<file path="config.mk">
export PLATFORM = sky130hd
export DESIGN_NAME = home_inventory_wb
export DESIGN_NICKNAME = d
export VERILOG_FILES = /design/src/hic_event_pkg.sv /design/src/hic_regmap_pkg.sv /design/src/hic_evt_bus_if.sv /design/src/hic_snapshot_gen.sv /design/src/hic_evt_channel.sv /design/src/hic_wb_regs.sv /design/src/home_inventory_wb.sv
export SDC_FILE = /design/constraint.sdc
export NUM_CORES = 2
export LEC_CHECK = 0
export BUFFER_PORTS_ARGS = -buffer_cell sky130_fd_sc_hd__buf_2
export CORE_ASPECT_RATIO = 0.75
export CORE_UTILIZATION = 30
export DETAILED_ROUTE_END_ITERATION = 12
export PLACE_DENSITY = 0.5
export SYNTH_ARGS = -nofsm -noshare
export SYNTH_HDL_FRONTEND = slang
export SYNTH_SLANG_ARGS = --single-unit
</file>
<file path="constraint.sdc">
create_clock -name wb_clk_i -period 12.1 [get_ports wb_clk_i]
set_clock_uncertainty 0.1 [all_clocks]
set_input_delay 0.605 -clock wb_clk_i [delete_from_list [all_inputs] [get_ports wb_clk_i]]
set_output_delay 0.605 -clock wb_clk_i [all_outputs]
set_load 0.1 [all_outputs]
</file>
<file path="src/hic_event_pkg.sv">
//--------------------------------------------------------------------
// Sample path types. All data words are 32 bits wide.
//--------------------------------------------------------------------
`default_nettype none

package hic_event_pkg;

    // Channel count default and data width
    localparam int N_CH_DEFAULT = 8;
    localparam int DATA_W       = 32;

    // Raw sample and signed difference between two samples
    typedef logic signed [DATA_W-1:0] sample_t;
    typedef logic signed [DATA_W-1:0] delta_t;

    // Event counter and timebase value
    typedef logic [DATA_W-1:0] count_t;
    typedef logic [DATA_W-1:0] ts_t;

    // Offset of the stub sample pattern
    localparam sample_t SAMPLE_BASE = 32'sh0000_1000;

endpackage

`default_nettype wire

</file>
<file path="src/hic_regmap_pkg.sv">
//--------------------------------------------------------------------
// Byte addresses with bits 1:0 ignored for decode. Per-channel banks
// use a stride of 4 and assume at most 8 channels per bank.
//--------------------------------------------------------------------
`default_nettype none

package hic_regmap_pkg;

    //----------------------------------------------------------------
    // Single registers
    //----------------------------------------------------------------
    localparam logic [31:0] ADR_ID                 = 32'h0000_0000;
    localparam logic [31:0] ADR_VERSION            = 32'h0000_0004;
    localparam logic [31:0] ADR_CTRL               = 32'h0000_0008;
    localparam logic [31:0] ADR_TIME_NOW           = 32'h0000_0010;
    localparam logic [31:0] ADR_ADC_CMD            = 32'h0000_0020;
    localparam logic [31:0] ADR_ADC_SNAPSHOT_COUNT = 32'h0000_0024;
    localparam logic [31:0] ADR_EVT_CFG            = 32'h0000_0080;

    //----------------------------------------------------------------
    // Per-channel banks, channel c at base + 4c
    //----------------------------------------------------------------
    localparam logic [31:0] ADR_ADC_RAW_BASE        = 32'h0000_0040;
    localparam logic [31:0] ADR_EVT_THRESH_BASE     = 32'h0000_00A0;
    localparam logic [31:0] ADR_EVT_COUNT_BASE      = 32'h0000_00C0;
    localparam logic [31:0] ADR_EVT_LAST_DELTA_BASE = 32'h0000_00E0;
    localparam logic [31:0] ADR_EVT_LAST_TS_BASE    = 32'h0000_0100;

    // ASCII "HICH"
    localparam logic [31:0] CHIP_ID      = 32'h4849_4348;
    localparam logic [31:0] CHIP_VERSION = 32'h0000_0001;

    // Field positions
    localparam int CTRL_ENABLE_BIT    = 0;
    localparam int CTRL_START_BIT     = 1;
    localparam int SNAPSHOT_BIT       = 0;
    localparam int EVT_CLR_COUNTS_BIT = 8;
    localparam int EVT_CLR_HIST_BIT   = 9;

endpackage

`default_nettype wire

</file>
<file path="src/hic_evt_bus_if.sv">
//--------------------------------------------------------------------
// Links the snapshot generator, the event channels and the registers.
// Each channel drives only its own element of the result arrays.
//--------------------------------------------------------------------
`timescale 1ns/100ps
`default_nettype none

interface hic_evt_bus_if
    import hic_event_pkg::*;
#(
    parameter int N_CH = N_CH_DEFAULT
) ();

    // Sample feed
    logic              sample_valid;
    sample_t           sample [N_CH];
    ts_t               ts_now;
    count_t            snapshot_count;

    // Detector config
    logic [N_CH-1:0]   evt_en;
    logic [DATA_W-1:0] thresh [N_CH];
    logic              clear_counts;
    logic              clear_history;

    // Per-channel results
    count_t            count      [N_CH];
    delta_t            last_delta [N_CH];
    ts_t               last_ts    [N_CH];

    modport feed (
        output sample_valid, sample, ts_now, snapshot_count
    );

    modport cfg (
        output evt_en, thresh, clear_counts, clear_history,
        input  ts_now, snapshot_count, sample, count, last_delta, last_ts
    );

    modport chan (
        input  sample_valid, sample, ts_now, evt_en, thresh,
        input  clear_counts, clear_history,
        output count, last_delta, last_ts
    );

endinterface

`default_nettype wire

</file>
<file path="src/hic_snapshot_gen.sv">
//--------------------------------------------------------------------
// Stub sample source. Samples follow base + count + channel and are
// valid for the one cycle after a snapshot request.
//--------------------------------------------------------------------
`timescale 1ns/100ps
`default_nettype none

module hic_snapshot_gen
    import hic_event_pkg::*;
#(
    parameter int N_CH = N_CH_DEFAULT
) (
    input  logic wb_clk_i,
    input  logic wb_rst_i,
    input  logic snapshot_fire_i,
    hic_evt_bus_if.feed bus
);

    ts_t    time_q;
    count_t snap_cnt_q;
    logic   valid_q;

    // Free-running timebase, wraps at 2^32
    always_ff @(posedge wb_clk_i) begin
        if (wb_rst_i) begin
            time_q <= '0;
        end else begin
            time_q <= time_q + 1'b1;
        end
    end

    // Snapshot counter moves on the accept edge so the new count
    // is already in place while sample_valid is high
    always_ff @(posedge wb_clk_i) begin
        if (wb_rst_i) begin
            snap_cnt_q <= '0;
            valid_q    <= 1'b0;
        end else begin
            valid_q <= snapshot_fire_i;
            if (snapshot_fire_i) begin
                snap_cnt_q <= snap_cnt_q + 1'b1;
            end
        end
    end

    assign bus.sample_valid   = valid_q;
    assign bus.ts_now         = time_q;
    assign bus.snapshot_count = snap_cnt_q;

    // Deterministic pattern per channel
    for (genvar c = 0; c < N_CH; c++) begin : g_sample
        assign bus.sample[c] = SAMPLE_BASE + sample_t'(snap_cnt_q) + sample_t'(c);
    end

endmodule

`default_nettype wire

</file>
<file path="src/hic_evt_channel.sv">
//--------------------------------------------------------------------
// One event detector. The first sample after reset or a history clear
// only primes the previous value and never counts as an event.
//--------------------------------------------------------------------
`timescale 1ns/100ps
`default_nettype none

module hic_evt_channel
    import hic_event_pkg::*;
#(
    parameter int N_CH = N_CH_DEFAULT,
    parameter int CH   = 0
) (
    input  logic wb_clk_i,
    input  logic wb_rst_i,
    hic_evt_bus_if.chan bus
);

    logic [N_CH-1:0] en_mask;
    logic            enabled;
    sample_t         prev_q;
    logic            have_prev_q;
    count_t          count_q;
    delta_t          last_delta_q;
    ts_t             last_ts_q;
    delta_t          delta;
    logic [DATA_W-1:0] abs_delta;
    logic            hit;

    assign en_mask = bus.evt_en;
    assign enabled = en_mask[CH];

    //----------------------------------------------------------------
    // Delta and threshold compare
    //----------------------------------------------------------------
    assign delta     = bus.sample[CH] - prev_q;
    assign abs_delta = delta[DATA_W-1] ? DATA_W'(-delta) : DATA_W'(delta);
    // Unsigned compare, so threshold 0 fires on every sample
    assign hit       = have_prev_q && (abs_delta >= bus.thresh[CH]);

    //----------------------------------------------------------------
    // State update
    //----------------------------------------------------------------
    always_ff @(posedge wb_clk_i) begin
        if (wb_rst_i) begin
            prev_q       <= '0;
            have_prev_q  <= 1'b0;
            count_q      <= '0;
            last_delta_q <= '0;
            last_ts_q    <= '0;
        end else if (bus.clear_counts || bus.clear_history) begin
            // Clears take priority over a sample in the same cycle
            if (bus.clear_counts) begin
                count_q <= '0;
            end
            if (bus.clear_history) begin
                prev_q       <= '0;
                have_prev_q  <= 1'b0;
                last_delta_q <= '0;
                last_ts_q    <= '0;
            end
        end else if (bus.sample_valid && enabled) begin
            if (hit) begin
                count_q      <= count_q + 1'b1;
                last_delta_q <= delta;
                last_ts_q    <= bus.ts_now;
            end
            prev_q      <= bus.sample[CH];
            have_prev_q <= 1'b1;
        end
    end

    assign bus.count[CH]      = count_q;
    assign bus.last_delta[CH] = last_delta_q;
    assign bus.last_ts[CH]    = last_ts_q;

endmodule

`default_nettype wire

</file>
<file path="src/hic_wb_regs.sv">
//--------------------------------------------------------------------
// Wishbone slave, one transfer every two cycles, no stall. The master
// drops stb after ack. Write-1 pulse bits honour their byte lane.
//--------------------------------------------------------------------
`timescale 1ns/100ps
`default_nettype none

module hic_wb_regs
    import hic_regmap_pkg::*, hic_event_pkg::*;
#(
    parameter int N_CH = N_CH_DEFAULT
) (
    input  logic        wb_clk_i,
    input  logic        wb_rst_i,
    input  logic        wbs_cyc_i,
    input  logic        wbs_stb_i,
    input  logic        wbs_we_i,
    input  logic [3:0]  wbs_sel_i,
    input  logic [31:0] wbs_adr_i,
    input  logic [31:0] wbs_dat_i,
    output logic        wbs_ack_o,
    output logic [31:0] wbs_dat_o,
    output logic        ctrl_enable_o,
    output logic        ctrl_start_o,
    output logic        snapshot_fire_o,
    hic_evt_bus_if.cfg  bus
);

    logic              wb_valid;
    logic              wb_fire;
    logic              wr_fire;
    logic [31:0]       adr_w;
    logic [2:0]        ch_idx;
    logic              ch_ok;
    logic [31:0]       rd_data;
    logic              start_req;
    logic              clr_counts_req;
    logic              clr_hist_req;

    logic              enable_q;
    logic              start_pend_q;
    logic              start_q;
    logic              clr_counts_q;
    logic              clr_hist_q;
    logic [N_CH-1:0]   evt_en_q;
    logic [DATA_W-1:0] thresh_q [N_CH];

    // Byte-lane merge of write data into the current value
    function automatic logic [31:0] merge_bytes(input logic [31:0] cur,
                                                input logic [31:0] wdat,
                                                input logic [3:0]  sel);
        logic [31:0] res;
        res = cur;
        for (int b = 0; b < 4; b++) begin
            if (sel[b]) begin
                res[8*b +: 8] = wdat[8*b +: 8];
            end
        end
        return res;
    endfunction

    // Banks are 32-byte aligned, so the upper bits select the bank
    function automatic logic in_bank(input logic [31:0] adr, input logic [31:0] base);
        return adr[31:5] == base[31:5];
    endfunction

    //----------------------------------------------------------------
    // Handshake and decode
    //----------------------------------------------------------------
    assign wb_valid = wbs_cyc_i & wbs_stb_i;
    assign wb_fire  = wb_valid & ~wbs_ack_o;
    assign wr_fire  = wb_fire & wbs_we_i;
    assign adr_w    = {wbs_adr_i[31:2], 2'b00};
    assign ch_idx   = wbs_adr_i[4:2];
    assign ch_ok    = int'(ch_idx) < N_CH;

    // Write-1 request bits, each gated by its own byte lane
    assign start_req = wr_fire && (adr_w == ADR_CTRL)
                       && wbs_sel_i[CTRL_START_BIT / 8] && wbs_dat_i[CTRL_START_BIT];
    assign snapshot_fire_o = wr_fire && (adr_w == ADR_ADC_CMD)
                             && wbs_sel_i[SNAPSHOT_BIT / 8] && wbs_dat_i[SNAPSHOT_BIT];
    assign clr_counts_req = wr_fire && (adr_w == ADR_EVT_CFG)
                            && wbs_sel_i[EVT_CLR_COUNTS_BIT / 8]
                            && wbs_dat_i[EVT_CLR_COUNTS_BIT];
    assign clr_hist_req = wr_fire && (adr_w == ADR_EVT_CFG)
                          && wbs_sel_i[EVT_CLR_HIST_BIT / 8]
                          && wbs_dat_i[EVT_CLR_HIST_BIT];

    //----------------------------------------------------------------
    // Registers
    //----------------------------------------------------------------
    always_ff @(posedge wb_clk_i) begin
        if (wb_rst_i) begin
            wbs_ack_o    <= 1'b0;
            wbs_dat_o    <= '0;
            enable_q     <= 1'b0;
            start_pend_q <= 1'b0;
            start_q      <= 1'b0;
            clr_counts_q <= 1'b0;
            clr_hist_q   <= 1'b0;
            evt_en_q     <= '0;
            for (int c = 0; c < N_CH; c++) begin
                thresh_q[c] <= '0;
            end
        end else begin
            wbs_ack_o <= wb_valid & ~wbs_ack_o;
            if (wb_fire) begin
                wbs_dat_o <= rd_data;
            end

            // START lands one cycle after ack
            start_pend_q <= start_req;
            start_q      <= start_pend_q;
            clr_counts_q <= clr_counts_req;
            clr_hist_q   <= clr_hist_req;

            if (wr_fire && (adr_w == ADR_CTRL) && wbs_sel_i[CTRL_ENABLE_BIT / 8]) begin
                enable_q <= wbs_dat_i[CTRL_ENABLE_BIT];
            end
            // Enable mask sits in byte lane 0
            if (wr_fire && (adr_w == ADR_EVT_CFG) && wbs_sel_i[0]) begin
                evt_en_q <= wbs_dat_i[N_CH-1:0];
            end
            if (wr_fire && ch_ok && in_bank(adr_w, ADR_EVT_THRESH_BASE)) begin
                thresh_q[ch_idx] <= merge_bytes(thresh_q[ch_idx], wbs_dat_i, wbs_sel_i);
            end
        end
    end

    //----------------------------------------------------------------
    // Read mux
    //----------------------------------------------------------------
    always_comb begin
        rd_data = '0;
        if (ch_ok && in_bank(adr_w, ADR_ADC_RAW_BASE)) begin
            rd_data = bus.sample[ch_idx];
        end else if (ch_ok && in_bank(adr_w, ADR_EVT_THRESH_BASE)) begin
            rd_data = thresh_q[ch_idx];
        end else if (ch_ok && in_bank(adr_w, ADR_EVT_COUNT_BASE)) begin
            rd_data = bus.count[ch_idx];
        end else if (ch_ok && in_bank(adr_w, ADR_EVT_LAST_DELTA_BASE)) begin
            rd_data = bus.last_delta[ch_idx];
        end else if (ch_ok && in_bank(adr_w, ADR_EVT_LAST_TS_BASE)) begin
            rd_data = bus.last_ts[ch_idx];
        end else begin
            case (adr_w)
                ADR_ID:                 rd_data = CHIP_ID;
                ADR_VERSION:            rd_data = CHIP_VERSION;
                // START and the clear bits always read 0
                ADR_CTRL:               rd_data[CTRL_ENABLE_BIT] = enable_q;
                ADR_TIME_NOW:           rd_data = bus.ts_now;
                ADR_ADC_SNAPSHOT_COUNT: rd_data = bus.snapshot_count;
                ADR_EVT_CFG:            rd_data[N_CH-1:0] = evt_en_q;
                default:                rd_data = '0;
            endcase
        end
    end

    assign ctrl_enable_o     = enable_q;
    assign ctrl_start_o      = start_q;
    assign bus.evt_en        = evt_en_q;
    assign bus.thresh        = thresh_q;
    assign bus.clear_counts  = clr_counts_q;
    assign bus.clear_history = clr_hist_q;

endmodule

`default_nettype wire

</file>
<file path="src/home_inventory_wb.sv">
//--------------------------------------------------------------------
// Register block top level. N_CH must not exceed 8 or the banks overlap.
//--------------------------------------------------------------------
`timescale 1ns/100ps
`default_nettype none

module home_inventory_wb
    import hic_event_pkg::*;
#(
    parameter int N_CH = N_CH_DEFAULT
) (
    input  logic        wb_clk_i,
    input  logic        wb_rst_i,
    input  logic        wbs_cyc_i,
    input  logic        wbs_stb_i,
    input  logic        wbs_we_i,
    input  logic [3:0]  wbs_sel_i,
    input  logic [31:0] wbs_adr_i,
    input  logic [31:0] wbs_dat_i,
    output logic        wbs_ack_o,
    output logic [31:0] wbs_dat_o,
    output logic        ctrl_enable_o,
    output logic        ctrl_start_o
);

    logic snapshot_fire;

    hic_evt_bus_if #(.N_CH(N_CH)) evt_bus ();

    hic_wb_regs #(.N_CH(N_CH)) i_hic_wb_regs (
        .wb_clk_i        (wb_clk_i),
        .wb_rst_i        (wb_rst_i),
        .wbs_cyc_i       (wbs_cyc_i),
        .wbs_stb_i       (wbs_stb_i),
        .wbs_we_i        (wbs_we_i),
        .wbs_sel_i       (wbs_sel_i),
        .wbs_adr_i       (wbs_adr_i),
        .wbs_dat_i       (wbs_dat_i),
        .wbs_ack_o       (wbs_ack_o),
        .wbs_dat_o       (wbs_dat_o),
        .ctrl_enable_o   (ctrl_enable_o),
        .ctrl_start_o    (ctrl_start_o),
        .snapshot_fire_o (snapshot_fire),
        .bus             (evt_bus.cfg)
    );

    hic_snapshot_gen #(.N_CH(N_CH)) i_hic_snapshot_gen (
        .wb_clk_i        (wb_clk_i),
        .wb_rst_i        (wb_rst_i),
        .snapshot_fire_i (snapshot_fire),
        .bus             (evt_bus.feed)
    );

    // One detector per channel
    for (genvar c = 0; c < N_CH; c++) begin : g_chan
        hic_evt_channel #(
            .N_CH (N_CH),
            .CH   (c)
        ) i_hic_evt_channel (
            .wb_clk_i (wb_clk_i),
            .wb_rst_i (wb_rst_i),
            .bus      (evt_bus.chan)
        );
    end

endmodule

`default_nettype wire

</file>
==> summary.txt <==
Run status
  – Run status: finished clean

Synthesis
  – Synth cell count leaders: nor2_1, dfxtp_1, a21oi_1, nand2_1, inv_1
  – #FFs+latches synth: 1399
  – Post-synthesis sequential area ratio: 30.2%
  – Syn Std Cell Area: 92600 µm²
  – Synthesized area per cell: 8.01 µm²
  – Post-synth EDFFs: 0
  – Syn_nets: 12174
  – Area share of the largest cell type after synthesis: 30.2%
  – Synth top area cells: dfxtp_1, nor2_1, ha_1, mux4_2, xnor2_1
  – Synth area leader: dfxtp_1
  – Distinct cells, synth: 100
  – Cells after Synth: 11561
  – Synth warn: 0
  – Top-count cell post-synth: nor2_1
  – Ys async rst share: 0%
  – Top FF cell, synth: dfxtp_1

Clock tree
  – Sink Count: 1399
  – CTS HTree Levels: 4
  – CTS clk-pin slew, worst paths: approximately 0.060 ns
  – Clock Tree Buf Depth: 4
  – Setup bufs post-CTS: 0
  – CTS buffer count: 165
  – Root buf cell: clkbuf_16
  – TritonCTS clock tree: done
  – Clock Latency Late Sink: 0.91 ns

Setup path
  – Setup crit start kind: register
  – Max stage delay on crit path: 0.96 ns
  – CP Capture Type: register
  – Slowest-stage cell, CP: nor3_1
  – WP data arrival: between 10 and 15 ns
  – Kind of critical path: reg -> reg
  – Req. time, crit path: 12.80 ns
  – Worst Path Max Fanout: 21
  – Cell mode on critical path: o21ai_0

Timing
  – Setup_tns: 0 ns
  – Slew headroom: between 4 and 5%
  – Unrepaired setup endpoints after global routing: no
  – Final Hold Fails: 0
  – Tmin final: 10.99 ns
  – Tightest Pin Transition: roughly 1.4 ns
  – Tcrit/Tclk final: 90.8%
  – Final Max Tran Viols: 0
  – Worst Setup Slack, final: 1.11 ns
  – Fmax: 0.0910 GHz
  – Final setup fails: 0

Drt
  – Drt wl/cell: 28.1 µm
  – DR DRC count: 0
  – Drt first pass iters: 7
  – Total wire length: between 400000 and 500000 µm
  – Post-route ant nets: 0
  – Vias per cell: ~5.7
  – Drt initial violations: 12069
  – Via Count: 88498

Power
  – Sequential share of power: 44.5%
  – Power Dens Cells: 99.6 nW/µm²
  – Comb power frac: under 10%
  – P_int: 0.00780 W
  – Clock Power Share: 51.6%
  – VDD IR max: 0.0922 mV
  – Leakage: 38.2 nW
  – Sw Pwr: ~0.0026 W
  – Switching fraction of total power: between 20% and 30%

Global routing
  – Initial antenna violation count: 39
  – Tot GR Track Use: 27.2%
  – Largest net degree at the start of global routing: 174
  – Vias in the first global route: 77727
  – First-pass GRT wire length: 611000 µm
  – Total gr overflow: 0

Place
  – Buffers added on ports: 105
  – Placer Congestion: 1.07
  – Setup Slack @ Placement: 1.61 ns
  – DP Wirelength: 341000 µm

Finish
  – Filler cells: 32521
  – Area Growth Syn to Fin: 12.5%
  – Final #Nets: 12036
  – Share of cells above drive strength 1: around 9.8%

Die
  – Num rows: 176
  – Die Area: 311000 µm²
  – Core area: slightly above 300000 µm²
  – Die span in x: 644 µm
  – IO Count: 108
  – Initial core utilization: 30.2%
  – Die H: between 400 and 500 µm

Worst hold path
  – Worst min-delay path class: in -> reg

Run
  – Max-cap violation count: 0
power groups by stage:
stage	Clock, W	Sequential [W]	Combinational (W)
floorplan	0	0.00476	0.000206
global route	0.00559	0.00462	0.000419
global placement	0	0.00472	0.000401
detailed placement	0	0.00472	0.000399
finish	0.00535	0.00462	0.000407
CTS	0.00542	0.00462	0.000402
sequential cells by signal (all words and copies together), names as in the netlist:
signal	cells
i_hic_wb_regs.ctrl_start_o	1
i_hic_snapshot_gen.bus.sample_valid	1
g_chan.i_hic_evt_channel.last_ts_q	256
i_hic_wb_regs.bus.evt_en	8
g_chan.i_hic_evt_channel.prev_q	256
g_chan.i_hic_evt_channel.count_q	256
i_hic_snapshot_gen.bus.snapshot_count	32
i_hic_wb_regs.bus.thresh	256
i_hic_wb_regs.wbs_dat_o	32
g_chan.i_hic_evt_channel.last_delta_q	256
i_hic_wb_regs.bus.clear_counts	1
i_hic_wb_regs.ctrl_enable_o	1
i_hic_snapshot_gen.bus.ts_now	32
i_hic_wb_regs.wbs_ack_o	1
i_hic_wb_regs.bus.clear_history	1
g_chan.i_hic_evt_channel.have_prev_q	8
i_hic_wb_regs.start_pend_q	1
path summary, 6_finish.rpt:
| path | to | startpoint | slack [ns] | cells after the start |
|---|---|---|---|---|
| worst min register to register | i_hic_wb_regs.ctrl_start_o | i_hic_wb_regs.start_pend_q | 0.35 | 1 |
| worst max register to register | g_chan[5].i_hic_evt_channel.count_q[21] | i_hic_snapshot_gen.bus.snapshot_count[10] | 1.11 | 29 |
| worst min-delay path | i_hic_snapshot_gen.bus.ts_now[29] | wb_rst_i | 0.09 | 2 |
| worst max-delay path | g_chan[5].i_hic_evt_channel.count_q[21] | i_hic_snapshot_gen.bus.snapshot_count[10] | 1.11 | 29 |
critical path: cells and delay by family, from the launching register on:
kind	cells	cell delay [ns]
AO/OA/AOI/OAI	15	3.63
adder cells (fa/ha/maj)	2	0.62
XOR/XNOR	3	0.86
buffers and inverters	1	0.29
AND/OR/NAND/NOR	8	4.70
flip-flops	1	0.68
cell families (layout without fill, tap and decap cells):
family	count (synthesis)	count (layout)	share of synthesized area, %
AO/OA/AOI/OAI	2503	2503	16.8
XOR/XNOR	871	871	8.25
adder cells (fa/ha/maj)	540	540	7.36
buffers and inverters	1402	1378	5.72
flip-flops	1399	1399	30.2
multiplexers	673	673	11.0
other	0	11	0
AND/OR/NAND/NOR	4173	4173	20.6
cell usage in the layout, fill, tap and decap left out, drive strengths merged, types with 23 or more instances in the layout:
cell type | Yosys | layout
nor3 | 310 | 310
or4 | 60 | 60
nor3b | 32 | 32
or2 | 40 | 40
a21o | 152 | 152
nor2 | 1890 | 1890
and2 | 49 | 49
o211ai | 54 | 54
o21ai | 373 | 373
o31a | 23 | 23
a221oi | 27 | 27
buf | 124 | 422
inv | 661 | 668
a22oi | 248 | 248
clkbuf | 611 | 219
nand4 | 136 | 136
ha | 532 | 532
a211oi | 70 | 70
clkinv | 6 | 32
dfxtp | 1399 | 1399
mux2i | 397 | 397
nor4 | 104 | 104
a31oi | 105 | 105
o22ai | 43 | 43
o31ai | 87 | 87
o21a | 74 | 74
o21bai | 28 | 28
nor2b | 73 | 73
nand3 | 348 | 348
or3 | 128 | 128
nand2b | 61 | 61
a21oi | 1009 | 1009
xnor2 | 617 | 617
and3 | 101 | 101
nor4b | 24 | 24
nand2 | 746 | 746
mux4 | 274 | 274
xor2 | 254 | 254
and4 | 26 | 26
area by class of cell:
| type | count | area, µm² | share of cell area, % |
|---|---|---|---|
| inverter | 667 | 2510 | 2.41 |
| multi-input combinational | 8760 | 59800 | 57.4 |
| clock buffer | 219 | 4560 | 4.38 |
| timing repair buffer | 430 | 3270 | 3.14 |
| clock inverter | 62 | 923 | 0.886 |
| sequential | 1399 | 28000 | 26.9 |
| tap | 4094 | 5120 | 4.91 |
| antenna | 11 | 27.5 | 0.0264 |
through the flow:
stage / util, % / std cells / cell area [µm²] / hold slack, ns / power [W]
after floorplan: - / 11561 / 92600 / 0.314 / 0.00497
after global placement: 32.1 / 15342 / 98600 / 0.345 / 0.00513
after detailed placement: 32.1 / 15342 / 98600 / 0.330 / 0.00512
after CTS: 33.9 / 15631 / 104000 / 0.0705 / 0.0104
after global routing: 33.9 / 15632 / 104000 / 0.129 / 0.0106
final: 34.0 / 15642 / 104000 / 0.0937 / 0.0104
routing by layer:
layer  share of wire, %  wire [µm]  global-route usage (%)  vias up
met5              0.015         66                       0        -
li1                   -          -                       -    40528
met4                4.1      18200                    9.67       10
met2                 38     166000                    35.8     4232
met1                 46     204000                    40.9    43200
met3                 12      52700                    8.25      528
repair_timing:
item / in CTS / in global routing
resized for setup: 0 / 0
hold buffers: 8 / 0
endpoints found under the hold margin: 8 / 0
Note: power is estimated with default switching activity, not from simulation.
